## src/tmu_pkg.sv

```systemverilog
package tmu_pkg;

	// **************************************************
	// Fixed-point and address widths.
	// **************************************************
	localparam int FP_W   = 18; // 1 sign, 11 integer and 6 fractional bits.
	localparam int FRAC_W = 6;
	localparam int POS_W  = 12; // Signed destination position.
	localparam int RES_W  = 11; // Resolution and clamped position.
	localparam int ADR_W  = 25; // Address of a 16-bit word.

	// CSR block number, compared against csr_a bits 13 to 10.
	localparam logic [3:0] CSR_BLOCK = 4'h2;

	// Register map, in words.
	localparam logic [3:0] REG_CTRL      = 4'd0;
	localparam logic [3:0] REG_TEX_HMASK = 4'd1;
	localparam logic [3:0] REG_TEX_VMASK = 4'd2;
	localparam logic [3:0] REG_TEX_FBUF  = 4'd3;
	localparam logic [3:0] REG_TEX_HRES  = 4'd4;
	localparam logic [3:0] REG_TEX_VRES  = 4'd5;
	localparam logic [3:0] REG_DST_FBUF  = 4'd6;
	localparam logic [3:0] REG_DST_HRES  = 4'd7;
	localparam logic [3:0] REG_DST_VRES  = 4'd8;

	// Run states of the control block.
	localparam logic [1:0] ST_IDLE  = 2'd0;
	localparam logic [1:0] ST_RUN   = 2'd1;
	localparam logic [1:0] ST_DRAIN = 2'd2;

	typedef struct packed {
		logic signed [POS_W-1:0] dx;
		logic signed [POS_W-1:0] dy;
		logic signed [FP_W-1:0]  tx;
		logic signed [FP_W-1:0]  ty;
	} tmu_point_t;

	// Coordinates after clamping are never negative.
	typedef struct packed {
		logic [RES_W-1:0] dx;
		logic [RES_W-1:0] dy;
		logic [FP_W-2:0]  tx;
		logic [FP_W-2:0]  ty;
	} tmu_clamped_t;

	typedef struct packed {
		logic [FP_W-1:0]  tex_hmask;
		logic [FP_W-1:0]  tex_vmask;
		logic [ADR_W-1:0] tex_fbuf;
		logic [RES_W-1:0] tex_hres;
		logic [RES_W-1:0] tex_vres;
		logic [ADR_W-1:0] dst_fbuf;
		logic [RES_W-1:0] dst_hres;
		logic [RES_W-1:0] dst_vres;
	} tmu_cfg_t;

endpackage
```

## src/tmu_pipe_if.sv

```systemverilog
// Point stream between two pipeline stages.
// A transfer happens on a rising edge where stb and ack are both high.
interface tmu_pipe_if #(
	parameter type payload_t = tmu_pkg::tmu_point_t
);

	logic     stb;  // Data is valid.
	logic     ack;  // Receiver takes the data this cycle.
	payload_t data;

	// The source holds stb and data steady until it sees ack.
	modport source (
		output stb,
		output data,
		input  ack
	);

	modport sink (
		input  stb,
		input  data,
		output ack
	);

endinterface

```

## src/tmu_core.sv

```systemverilog
module tmu_core (
	input  logic                               sys_clk,
	input  logic                               sys_rst,
	input  logic [13:0]                        csr_a_i,
	input  logic                               csr_we_i,
	input  logic [31:0]                        csr_di_i,
	output logic [31:0]                        csr_do_o,
	output logic                               irq_o,
	input  logic                               pt_stb_i,
	output logic                               pt_ack_o,
	input  logic                               pt_last_i,
	input  logic signed [tmu_pkg::POS_W-1:0]   pt_dx_i,
	input  logic signed [tmu_pkg::POS_W-1:0]   pt_dy_i,
	input  logic signed [tmu_pkg::FP_W-1:0]    pt_tx_i,
	input  logic signed [tmu_pkg::FP_W-1:0]    pt_ty_i,
	output logic                               fetch_stb_o,
	input  logic                               fetch_ack_i,
	output logic [tmu_pkg::ADR_W-1:0]          fetch_dadr_o,
	output logic [tmu_pkg::ADR_W-1:0]          fetch_tadr_o,
	output logic [tmu_pkg::FRAC_W-1:0]         fetch_xfrac_o,
	output logic [tmu_pkg::FRAC_W-1:0]         fetch_yfrac_o
);

	tmu_pkg::tmu_cfg_t cfg;
	logic              mask_busy;
	logic              clamp_busy;
	logic              adrgen_busy;

	// **************************************************
	// Streams between the stages.
	// **************************************************
	tmu_pipe_if #(.payload_t(tmu_pkg::tmu_point_t))   pt_in ();
	tmu_pipe_if #(.payload_t(tmu_pkg::tmu_point_t))   pt_mask ();
	tmu_pipe_if #(.payload_t(tmu_pkg::tmu_clamped_t)) pt_clamp ();

	tmu_ctlif u_ctlif (
		.sys_clk      (sys_clk),
		.sys_rst      (sys_rst),
		.csr_a_i      (csr_a_i),
		.csr_we_i     (csr_we_i),
		.csr_di_i     (csr_di_i),
		.csr_do_o     (csr_do_o),
		.irq_o        (irq_o),
		.pt_stb_i     (pt_stb_i),
		.pt_ack_o     (pt_ack_o),
		.pt_last_i    (pt_last_i),
		.pt_dx_i      (pt_dx_i),
		.pt_dy_i      (pt_dy_i),
		.pt_tx_i      (pt_tx_i),
		.pt_ty_i      (pt_ty_i),
		.stage_busy_i ({adrgen_busy, clamp_busy, mask_busy}),
		.pt_out       (pt_in),
		.cfg_o        (cfg)
	);

	tmu_mask u_mask (
		.sys_clk (sys_clk),
		.sys_rst (sys_rst),
		.cfg_i   (cfg),
		.pt_in   (pt_in),
		.pt_out  (pt_mask),
		.busy_o  (mask_busy)
	);

	tmu_clamp u_clamp (
		.sys_clk (sys_clk),
		.sys_rst (sys_rst),
		.cfg_i   (cfg),
		.pt_in   (pt_mask),
		.pt_out  (pt_clamp),
		.busy_o  (clamp_busy)
	);

	tmu_adrgen u_adrgen (
		.sys_clk       (sys_clk),
		.sys_rst       (sys_rst),
		.cfg_i         (cfg),
		.pt_in         (pt_clamp),
		.busy_o        (adrgen_busy),
		.fetch_stb_o   (fetch_stb_o),
		.fetch_ack_i   (fetch_ack_i),
		.fetch_dadr_o  (fetch_dadr_o),
		.fetch_tadr_o  (fetch_tadr_o),
		.fetch_xfrac_o (fetch_xfrac_o),
		.fetch_yfrac_o (fetch_yfrac_o)
	);

endmodule

```

## src/tmu_adrgen.sv

```systemverilog
module tmu_adrgen (
	input  logic                        sys_clk,
	input  logic                        sys_rst,
	input  tmu_pkg::tmu_cfg_t           cfg_i,
	tmu_pipe_if.sink                    pt_in,
	output logic                        busy_o,
	output logic                        fetch_stb_o,
	input  logic                        fetch_ack_i,
	output logic [tmu_pkg::ADR_W-1:0]   fetch_dadr_o,
	output logic [tmu_pkg::ADR_W-1:0]   fetch_tadr_o,
	output logic [tmu_pkg::FRAC_W-1:0]  fetch_xfrac_o,
	output logic [tmu_pkg::FRAC_W-1:0]  fetch_yfrac_o
);

	localparam int PROD_W = 2 * tmu_pkg::RES_W;

	// **************************************************
	// Stage 1 forms the row products.
	// **************************************************
	logic                        s1_valid;
	logic                        s1_ack;
	logic [PROD_W-1:0]           s1_drow;   // dy * dst_hres.
	logic [PROD_W-1:0]           s1_trow;   // Integer part of ty times tex_hres.
	logic [tmu_pkg::RES_W-1:0]   s1_dx;
	logic [tmu_pkg::RES_W-1:0]   s1_tcol;
	logic [tmu_pkg::FRAC_W-1:0]  s1_xfrac;
	logic [tmu_pkg::FRAC_W-1:0]  s1_yfrac;

	assign s1_ack    = ~fetch_stb_o | fetch_ack_i;
	assign pt_in.ack = ~s1_valid | s1_ack;

	always_ff @(posedge sys_clk) begin
		if (sys_rst)
			s1_valid <= 1'b0;
		else if (pt_in.ack)
			s1_valid <= pt_in.stb;
	end

	always_ff @(posedge sys_clk) begin
		if (pt_in.stb & pt_in.ack) begin
			s1_drow  <= pt_in.data.dy * cfg_i.dst_hres;
			s1_trow  <= pt_in.data.ty[tmu_pkg::FP_W-2:tmu_pkg::FRAC_W] * cfg_i.tex_hres;
			s1_dx    <= pt_in.data.dx;
			s1_tcol  <= pt_in.data.tx[tmu_pkg::FP_W-2:tmu_pkg::FRAC_W];
			s1_xfrac <= pt_in.data.tx[tmu_pkg::FRAC_W-1:0];
			s1_yfrac <= pt_in.data.ty[tmu_pkg::FRAC_W-1:0];
		end
	end

	// **************************************************
	// Stage 2 adds up the final addresses.
	// **************************************************
	always_ff @(posedge sys_clk) begin
		if (sys_rst)
			fetch_stb_o <= 1'b0;
		else if (s1_ack)
			fetch_stb_o <= s1_valid;
	end

	always_ff @(posedge sys_clk) begin
		if (s1_valid & s1_ack) begin
			fetch_dadr_o  <= cfg_i.dst_fbuf + tmu_pkg::ADR_W'(s1_drow)
				+ tmu_pkg::ADR_W'(s1_dx); // Wraps at ADR_W bits.
			fetch_tadr_o  <= cfg_i.tex_fbuf + tmu_pkg::ADR_W'(s1_trow)
				+ tmu_pkg::ADR_W'(s1_tcol);
			fetch_xfrac_o <= s1_xfrac;
			fetch_yfrac_o <= s1_yfrac;
		end
	end

	assign busy_o = s1_valid | fetch_stb_o;

	a_fetch_hold: assert property (@(posedge sys_clk) disable iff (sys_rst)
		fetch_stb_o && !fetch_ack_i |=> fetch_stb_o
		&& $stable({fetch_dadr_o, fetch_tadr_o, fetch_xfrac_o, fetch_yfrac_o}));

endmodule

```

## src/tmu_clamp.sv

```systemverilog
module tmu_clamp (
	input  logic              sys_clk,
	input  logic              sys_rst,
	input  tmu_pkg::tmu_cfg_t cfg_i,
	tmu_pipe_if.sink          pt_in,
	tmu_pipe_if.source        pt_out,
	output logic              busy_o
);

	logic                  valid;
	logic                  off_frame;
	tmu_pkg::tmu_clamped_t pt_q;

	// Limits one texture coordinate to the range 0 to (res - 1) * 64.
	function automatic logic [tmu_pkg::FP_W-2:0] clamp_coord(
		input logic [tmu_pkg::FP_W-1:0]  t,
		input logic [tmu_pkg::RES_W-1:0] res
	);
		logic [tmu_pkg::FP_W-2:0] t_max;
		t_max = {res - 1'b1, {tmu_pkg::FRAC_W{1'b0}}};
		if (t[tmu_pkg::FP_W-1])
			return '0;
		else if (t[tmu_pkg::FP_W-2:0] > t_max)
			return t_max;
		else
			return t[tmu_pkg::FP_W-2:0];
	endfunction

	// A non-negative position has a clear top bit, so its low bits compare exactly.
	assign off_frame = pt_in.data.dx[tmu_pkg::POS_W-1]
		| pt_in.data.dy[tmu_pkg::POS_W-1]
		| (pt_in.data.dx[tmu_pkg::RES_W-1:0] >= cfg_i.dst_hres)
		| (pt_in.data.dy[tmu_pkg::RES_W-1:0] >= cfg_i.dst_vres);

	assign pt_in.ack = ~valid | pt_out.ack;

	// A dropped point is acknowledged but never enters the slot.
	always_ff @(posedge sys_clk) begin
		if (sys_rst)
			valid <= 1'b0;
		else if (pt_in.ack)
			valid <= pt_in.stb & ~off_frame;
	end

	always_ff @(posedge sys_clk) begin
		if (pt_in.stb & pt_in.ack) begin
			pt_q <= '{
				dx: pt_in.data.dx[tmu_pkg::RES_W-1:0],
				dy: pt_in.data.dy[tmu_pkg::RES_W-1:0],
				tx: clamp_coord(pt_in.data.tx, cfg_i.tex_hres),
				ty: clamp_coord(pt_in.data.ty, cfg_i.tex_vres)
			};
		end
	end

	assign pt_out.stb  = valid;
	assign pt_out.data = pt_q;
	assign busy_o      = valid;

	// Everything passed on lies inside the destination frame set up by the CSR block.
	a_in_frame: assert property (@(posedge sys_clk) disable iff (sys_rst)
		pt_out.stb |-> (pt_out.data.dx < cfg_i.dst_hres) && (pt_out.data.dy < cfg_i.dst_vres));

endmodule

```

## src/tmu_mask.sv

```systemverilog
module tmu_mask (
	input  logic              sys_clk,
	input  logic              sys_rst,
	input  tmu_pkg::tmu_cfg_t cfg_i,
	tmu_pipe_if.sink          pt_in,
	tmu_pipe_if.source        pt_out,
	output logic              busy_o
);

	logic                valid;
	tmu_pkg::tmu_point_t pt_q;

	// The slot is free when empty or when its point leaves this cycle.
	assign pt_in.ack = ~valid | pt_out.ack;

	always_ff @(posedge sys_clk) begin
		if (sys_rst)
			valid <= 1'b0;
		else if (pt_in.ack)
			valid <= pt_in.stb;
	end

	// Wrap masks apply to the whole fixed-point word, fraction included.
	always_ff @(posedge sys_clk) begin
		if (pt_in.stb & pt_in.ack) begin
			pt_q <= '{
				dx: pt_in.data.dx,
				dy: pt_in.data.dy,
				tx: pt_in.data.tx & cfg_i.tex_hmask,
				ty: pt_in.data.ty & cfg_i.tex_vmask
			};
		end
	end

	assign pt_out.stb  = valid;
	assign pt_out.data = pt_q;
	assign busy_o      = valid;

	// A stalled output must not move until the next stage takes it.
	a_hold_stalled: assert property (@(posedge sys_clk) disable iff (sys_rst)
		pt_out.stb && !pt_out.ack |=> pt_out.stb && $stable(pt_out.data));

endmodule

```

## src/tmu_ctlif.sv

```systemverilog
module tmu_ctlif (
	input  logic                               sys_clk,
	input  logic                               sys_rst,
	input  logic [13:0]                        csr_a_i,
	input  logic                               csr_we_i,
	input  logic [31:0]                        csr_di_i,
	output logic [31:0]                        csr_do_o,
	output logic                               irq_o,
	input  logic                               pt_stb_i,
	output logic                               pt_ack_o,
	input  logic                               pt_last_i,
	input  logic signed [tmu_pkg::POS_W-1:0]   pt_dx_i,
	input  logic signed [tmu_pkg::POS_W-1:0]   pt_dy_i,
	input  logic signed [tmu_pkg::FP_W-1:0]    pt_tx_i,
	input  logic signed [tmu_pkg::FP_W-1:0]    pt_ty_i,
	input  logic [2:0]                         stage_busy_i,
	tmu_pipe_if.source                         pt_out,
	output tmu_pkg::tmu_cfg_t                  cfg_o
);

	logic [1:0] state;
	logic [1:0] next_state;
	logic       csr_sel;
	logic [3:0] reg_idx;
	logic       start;
	logic       running;
	logic       pt_accept;
	logic       drained;

	assign csr_sel = (csr_a_i[13:10] == tmu_pkg::CSR_BLOCK);
	assign reg_idx = csr_a_i[3:0];
	assign start   = csr_sel & csr_we_i & (reg_idx == tmu_pkg::REG_CTRL) & csr_di_i[0];
	assign running = (state == tmu_pkg::ST_RUN);
	assign drained = (state == tmu_pkg::ST_DRAIN) & ~|stage_busy_i;

	// **************************************************
	// Input stream gating.
	// **************************************************
	assign pt_out.stb  = running & pt_stb_i;
	assign pt_out.data = '{dx: pt_dx_i, dy: pt_dy_i, tx: pt_tx_i, ty: pt_ty_i};
	assign pt_ack_o    = running & pt_out.ack; // Nothing is taken outside a run.
	assign pt_accept   = pt_stb_i & pt_ack_o;

	always_comb begin
		next_state = state;
		case (state)
			tmu_pkg::ST_IDLE: begin
				if (start)
					next_state = tmu_pkg::ST_RUN;
			end
			tmu_pkg::ST_RUN: begin
				if (pt_accept & pt_last_i)
					next_state = tmu_pkg::ST_DRAIN;
			end
			tmu_pkg::ST_DRAIN: begin
				if (drained)
					next_state = tmu_pkg::ST_IDLE; // Last point has left the fetch port.
			end
			default: next_state = tmu_pkg::ST_IDLE;
		endcase
	end

	always_ff @(posedge sys_clk) begin
		if (sys_rst) begin
			state <= tmu_pkg::ST_IDLE;
			irq_o <= 1'b0;
		end else begin
			state <= next_state;
			irq_o <= drained; // High for the single cycle of the DRAIN to IDLE step.
		end
	end

	// **************************************************
	// Register file.
	// **************************************************
	always_ff @(posedge sys_clk) begin
		if (sys_rst) begin
			cfg_o <= '0;
		end else if (csr_sel & csr_we_i) begin
			case (reg_idx)
				tmu_pkg::REG_TEX_HMASK: cfg_o.tex_hmask <= csr_di_i[tmu_pkg::FP_W-1:0];
				tmu_pkg::REG_TEX_VMASK: cfg_o.tex_vmask <= csr_di_i[tmu_pkg::FP_W-1:0];
				tmu_pkg::REG_TEX_FBUF:  cfg_o.tex_fbuf  <= csr_di_i[tmu_pkg::ADR_W-1:0];
				tmu_pkg::REG_TEX_HRES:  cfg_o.tex_hres  <= csr_di_i[tmu_pkg::RES_W-1:0];
				tmu_pkg::REG_TEX_VRES:  cfg_o.tex_vres  <= csr_di_i[tmu_pkg::RES_W-1:0];
				tmu_pkg::REG_DST_FBUF:  cfg_o.dst_fbuf  <= csr_di_i[tmu_pkg::ADR_W-1:0];
				tmu_pkg::REG_DST_HRES:  cfg_o.dst_hres  <= csr_di_i[tmu_pkg::RES_W-1:0];
				tmu_pkg::REG_DST_VRES:  cfg_o.dst_vres  <= csr_di_i[tmu_pkg::RES_W-1:0];
				default: ;
			endcase
		end
	end

	// Read data is registered, so it follows the address by one cycle.
	always_ff @(posedge sys_clk) begin
		if (sys_rst) begin
			csr_do_o <= '0;
		end else begin
			csr_do_o <= '0;
			if (csr_sel) begin
				case (reg_idx)
					tmu_pkg::REG_CTRL:      csr_do_o <= {31'd0, state != tmu_pkg::ST_IDLE};
					tmu_pkg::REG_TEX_HMASK: csr_do_o <= 32'(cfg_o.tex_hmask);
					tmu_pkg::REG_TEX_VMASK: csr_do_o <= 32'(cfg_o.tex_vmask);
					tmu_pkg::REG_TEX_FBUF:  csr_do_o <= 32'(cfg_o.tex_fbuf);
					tmu_pkg::REG_TEX_HRES:  csr_do_o <= 32'(cfg_o.tex_hres);
					tmu_pkg::REG_TEX_VRES:  csr_do_o <= 32'(cfg_o.tex_vres);
					tmu_pkg::REG_DST_FBUF:  csr_do_o <= 32'(cfg_o.dst_fbuf);
					tmu_pkg::REG_DST_HRES:  csr_do_o <= 32'(cfg_o.dst_hres);
					tmu_pkg::REG_DST_VRES:  csr_do_o <= 32'(cfg_o.dst_vres);
					default: csr_do_o <= '0;
				endcase
			end
		end
	end

endmodule

```

## config.mk

```make
export PLATFORM = sky130hd
export DESIGN_NAME = tmu_core
export DESIGN_NICKNAME = d
export VERILOG_FILES = /design/src/tmu_pkg.sv /design/src/tmu_pipe_if.sv /design/src/tmu_core.sv /design/src/tmu_adrgen.sv /design/src/tmu_clamp.sv /design/src/tmu_mask.sv /design/src/tmu_ctlif.sv
export SDC_FILE = /design/constraint.sdc
export NUM_CORES = 1
export LEC_CHECK = 0
export BUFFER_PORTS_ARGS = -buffer_cell sky130_fd_sc_hd__buf_2
export CORE_ASPECT_RATIO = 0.7
export CORE_MARGIN = 2
export CORE_UTILIZATION = 30
export DETAILED_ROUTE_END_ITERATION = 8
export HOLD_SLACK_MARGIN = 0.05
export SETUP_SLACK_MARGIN = 0.05
export SLEW_MARGIN = 5
export SYNTH_ARGS = -nofsm -noshare
export SYNTH_HDL_FRONTEND = slang
export SYNTH_SLANG_ARGS = --single-unit
```

## constraint.sdc

```tcl
create_clock -name sys_clk -period 20.4 [get_ports sys_clk]
set_input_delay 4.08 -clock sys_clk [delete_from_list [all_inputs] [get_ports sys_clk]]
set_output_delay 4.08 -clock sys_clk [all_outputs]
set_load 0.02 [all_outputs]
```

# After elaboration in Yosys (flattened, before gate mapping)
# Cells that the tools add are included.
# W data, S select, Z words.
[classes]
n_mux = 7
n_mul = 2
bitwise = 29
n_reduce_logical = 17
add_sub_neg = 6
order_cmp = 4
n_eq_ne = 14
[ops]
columns = ["cell", "n"]
rows = [
  ["$pmux W25 S9", 1],
  ["$add A25 B11 Y25", 2],
  ["$add A25 B22 Y25", 2],
  ["$mul A11 B11 Y22", 2],
  ["$and A18 B18 Y18", 2],
  ["$gt A17 B17 Y1", 2],
  ["$mux W17", 2],
  ["$ge A11 B11 Y1", 2],
  ["$sub A11 B1 Y11 const B", 2],
  ["$eq A4 B3 Y1 const B", 4],
  ["$reduce_and A2 Y1", 8],
  ["$and A1 B1 Y1", 13],
  ["$eq A4 B2 Y1 const B", 3],
  ["$or A1 B1 Y1", 8],
  ["$mux W2", 3],
  ["$not A1 Y1", 6],
  ["$pmux W2 S3", 1],
  ["$reduce_or A2 Y1", 3],
  ["$eq A4 B1 Y1 const B", 1],
  ["$eq A4 B4 Y1 const B", 1],
  ["$logic_not A4 Y1", 1],
  ["$ne A2 B1 Y1 const B", 2],
  ["$reduce_and A3 Y1", 1],
  ["$reduce_or A3 Y1", 1],
  ["6 further kinds", 6],
]
[word_totals]
inputBits = 112
regBits = 425
elab_cells = 114

# Depth between registers and ports, before layout
[logic_depth]
ltp_word = 10
depth_mapped = 21

# By module
# From an unflattened synthesis, not the netlist that was laid out.
[unflattened]
hier_cells = 2605
area_unflattened_um2 = 28038.1
[modules_own_cells]
columns = ["mod", "area_each_um2", "seq_area_each_um2", "cells_per_inst", "n_inst"]
rows = [
  ["tmu_adrgen", 15284.7, 4244.1, 1455, 1],
  ["tmu_ctlif", 6906.6, 3163.0, 708, 1],
  ["tmu_clamp", 3757.4, 1701.6, 340, 1],
  ["tmu_mask", 2089.5, 1821.7, 102, 1],
]

# Worst setup path before layout
# OpenSTA, ideal clock, no wires.
[synth_path]
kind = "input to register"
startpoint = "input fetch_ack_i"
endpoint = "register u_adrgen.s1_drow[0], enable pin"
setup_slack_ns = 9.927
cell_stages = 2
setup_time_ns = 0.634
required_ns = 19.766
arrival_ns = 9.839
cell_sequence = "nor2b_1 -> a21boi_0"
[synth_via]
elab_chain_len = 3
[synth_lines]
columns = ["element", "line", "text"]
rows = [
  ["from (decl)", "tmu_core.sv:17", "input logic fetch_ack_i,"],
  ["$or A1 B1 Y1", "tmu_adrgen.sv:29", "assign s1_ack = ~fetch_stb_o | fetch_ack_i;"],
  ["$or A1 B1 Y1", "tmu_adrgen.sv:30", "assign pt_in.ack = ~s1_valid | s1_ack;"],
  ["$and A1 B1 Y1", "tmu_adrgen.sv:40", "if (pt_in.stb & pt_in.ack) begin"],
  ["to (signal assigned)", "tmu_adrgen.sv:41", "s1_drow <= pt_in.data.dy * cfg_i.dst_hres;"],
  ["to (decl)", "tmu_adrgen.sv:22", "logic [PROD_W-1:0] s1_drow;"],
]
# Every way passes these cells.
# A chain may end at the register's enable or synchronous reset.

# Worst setup path after layout
[layout_path]
startpoint = "input fetch_ack_i"
endpoint = "output pt_ack_o"
[layout_via]
elab_chain_len = 5
[layout_lines]
columns = ["element", "line", "text"]
rows = [
  ["$or A1 B1 Y1", "tmu_adrgen.sv:29", ""],
  ["$or A1 B1 Y1", "tmu_adrgen.sv:30", ""],
  ["$or A1 B1 Y1", "tmu_clamp.sv:35", "assign pt_in.ack = ~valid | pt_out.ack;"],
  ["$or A1 B1 Y1", "tmu_mask.sv:14", "assign pt_in.ack = ~valid | pt_out.ack;"],
  ["$and A1 B1 Y1", "tmu_ctlif.sv:41", "assign pt_ack_o = running & pt_out.ack;"],
  ["to (decl)", "tmu_core.sv:10", "output logic pt_ack_o,"],
]
# Every way passes these cells.

==> results.txt <==
Mean Syn Cell Area: 10.1 um^2
Reg-to-Reg End: u_adrgen.s1_trow[20]
cells along the critical path: buf_2 > nor2b_1 > nand4_1 > and3b_1 > buf_2
crit path time final: 9430 ps
clock buffer depth: 3
Post-synth EDFFs: 256
I/O pin cnt: 209
critical path class: in -> out
R2R setup slack: 14360 ps
post-CTS sizing: 0
asr flop ratio synth: 0%
floorplan die width: 364 um
Worst R2R Path Depth: 19
Req. time, crit path: 16320 ps
port bufs: 188
most used cell, CP: buf_2
num rows: 92
crit-path leading delay family: simple AND/OR/NAND/NOR gates
leakage: 13.0 nW
Die Y: 256 um
fin nets: 3343
worst hold path class: reg -> reg
pwr/cell area: 59.5 mW/mm^2
Fill cells: 9080
post-synth cell types: 84
largest net degree at the start of global routing: 87
Worst setup SP type: primary input
uppermost layer routed: met5
routed vias: 19.8k
hold_buf cts: 0
worst hold margin: 417 ps
GRT Total Usage: 17.4%
Skew-Pair Late Insertion Delay: 630 ps
total gr overflow: 0
Post-Synthesis Cells: 2692
met2 wire length: 31900 um
Yosys warning total: 0
Mapped Area: 0.0272 mm^2
wire length per cell: 19.9 um
VDD IR max: 0.0536 mV
FF+latch count, synth: 418
vias per inst: 4.86
antenna violations before repair: 23
Post-DP HPWL: 62600 um
RR Startpoint: u_ctlif.cfg_o[60]
initial core utilization: 30.3%
clk slew on worst S/H paths: 60 ps
RSZ-0062 raised after global routing: no
hold endpoint: u_adrgen.s1_dx[1]
crit path max fanout: 6
Hold Path Cell Cnt: 0
floorplan core area: 0.0899 mm^2
crit-path max cell delay: 530 ps
clk_skew: 54.3 ps
most frequent cells in the layout: nand2_1, inv_1, edfxtp_1
max_slew headroom: 16.8%
arrival time at the worst endpoint: 5350 ps
drt total wl: 81300 um
Max Fclk: 106 MHz
Area after DPL: 0.0293 mm^2
met3 routed WL: 8670 um
DR pass1 iterations: 6
CTS Root Cell: clkbuf_16
Synth Flop Type: edfxtp_1
first-pass GRT wire length: 123000 um
final worst-path cycle share: 46.2%
status: complete, no violations
number of setup buffers added after CTS: 0
H-Tree Level Count: 2
Sum Neg Setup Slack: 0 ps
die area: 0.0931 mm^2
final hold viol count: 0
TritonCTS clock tree: yes
HP Start: u_clamp.pt_out.data[46]
Bufs and invs on worst path: 2
sequential area share after synthesis: 40.2%
vias in the first global route: 19.0k
DRC: 0
proportion of layout cells with a drive suffix above 1: 11.0%
Final Slew Violations: 0
area delta synth->final: 13.8%
setup violators final: 0
Slowest-stage cell, CP: nor2b_1
Worst-Margin Slew: 1240 ps
Crit. End Element: output port
total of max-cap violations: 0
CTS Buf Count: 46
DRT antenna net count: 0
metal1 wirelength: 38700 um
post-route cell area: 0.0310 mm^2
most common cell after layout, fill and taps aside: nand2_1
Sink Count: 418
DR iter-0 viols: 1865
final RePlAce weighted congestion: 0.906
[cells by family (layout without fill, tap and decap cells)]
logic type                 Yosys count  count (layout)  share of synthesized area [%]
xor gates and xnor gates            82              82                           2.64
DFF                                418             418                           40.2
other                                1              11                         0.0138
buffers and inverters              415             570                           6.04
adders and majority gates          416             416                           24.2
and+or+nand+nor                    873             873                           15.4
muxes                                5               5                          0.184
AOI/OAI and AO/OA                  482             482                           11.3
[metal layers]
layer,vias to the layer above,track usage [%]
met5,-,0
met4,30,4.26
met3,109,5.07
met2,778,23.8
met1,9553,26.4
li1,9337,-
[cells in the mapped netlist (9+ instances only)]
cell	number	area share, %
buf_2	24	0.44
buf_4	13	0.36
a221oi_1	9	0.29
a222oi_1	11	0.40
nand2b_1	18	0.41
nor3_1	27	0.50
ha_1	232	11
xnor2_1	49	1.6
nand2_1	435	6.0
a211oi_1	23	0.63
o21a_1	17	0.47
a21o_1	37	1.0
a21oi_1	217	4.0
xor2_1	33	1.1
nor2b_1	19	0.44
clkbuf_1	96	1.3
o211ai_1	9	0.25
a22o_1	9	0.29
a22oi_1	25	0.69
inv_1	279	3.8
a31oi_1	18	0.41
nand4_1	12	0.28
edfxtp_1	256	28
nor2_1	97	1.3
dfxtp_1	162	12
and2_1	186	4.3
fa_1	184	14
o21ai_0	44	0.81
nand3_1	14	0.26
[per-stage QoR]
| stage | utilization [%] | setup slack, ps | cells | total power (W) |
|---|---|---|---|---|
| finish | 34.4 | 10970 | 4079 | 0.00184 |
| detailed placement | 32.6 | 10960 | 3989 | 0.000947 |
| floorplan | - | 9930 | 2698 | 0.000927 |
| CTS | 34.4 | 10960 | 4075 | 0.00186 |
| global route | 34.4 | 10880 | 4076 | 0.00190 |
| global placement | 32.6 | 11020 | 3989 | 0.000947 |
[worst max-delay path by stage]
stage          slack (ps)             endpoint  depth (start not counted)   startpoint
6_report            10970             pt_ack_o                          5  fetch_ack_i
5_1_grt             10880             pt_ack_o                          5  fetch_ack_i
4_1_cts             10960             pt_ack_o                          5  fetch_ack_i
3_3_place_gp        11020             pt_ack_o                          5  fetch_ack_i
3_5_place_dp        10960             pt_ack_o                          5  fetch_ack_i
2_1_floorplan        9930  u_adrgen.s1_drow[0]                          2  fetch_ack_i
[where the power goes]
part | internal (W) | switching [W]
clock network | 0.000538 | 0.000374
logic | 0.0000125 | 0.0000290
registers | 0.000887 | 0.000000822
[final cells by class]
cell class,instances,area [um^2],share of cell area (%)
multi-input combinational,1865,14700,47.5
sequential,418,10900,35.3
tap,1222,1530,4.94
clock buffer,60,1320,4.26
timing repair buffer,205,1070,3.46
inverter,279,1050,3.38
clock inverter,26,344,1.11
antenna,4,10.0,0.0323
[flip-flops by register name, indices dropped and copies added (netlist names)]
| signal | cells |
|---|---|
| u_mask.busy_o | 1 |
| u_ctlif.csr_do_o | 25 |
| u_ctlif.cfg_o | 130 |
| u_adrgen.fetch_xfrac_o | 6 |
| u_adrgen.s1_tcol | 11 |
| u_ctlif.state | 2 |
| u_adrgen.fetch_tadr_o | 25 |
| u_adrgen.fetch_stb_o | 1 |
| u_mask.pt_out.data | 60 |
| u_adrgen.fetch_dadr_o | 25 |
| u_adrgen.s1_yfrac | 6 |
| u_adrgen.s1_trow | 22 |
| u_adrgen.s1_drow | 22 |
| u_clamp.busy_o | 1 |
| u_adrgen.fetch_yfrac_o | 6 |
| u_adrgen.s1_dx | 11 |
| u_clamp.pt_out.data | 56 |
| u_ctlif.irq_o | 1 |
| u_adrgen.s1_xfrac | 6 |
| u_adrgen.s1_valid | 1 |
Note: power is estimated with default switching activity, not from simulation.
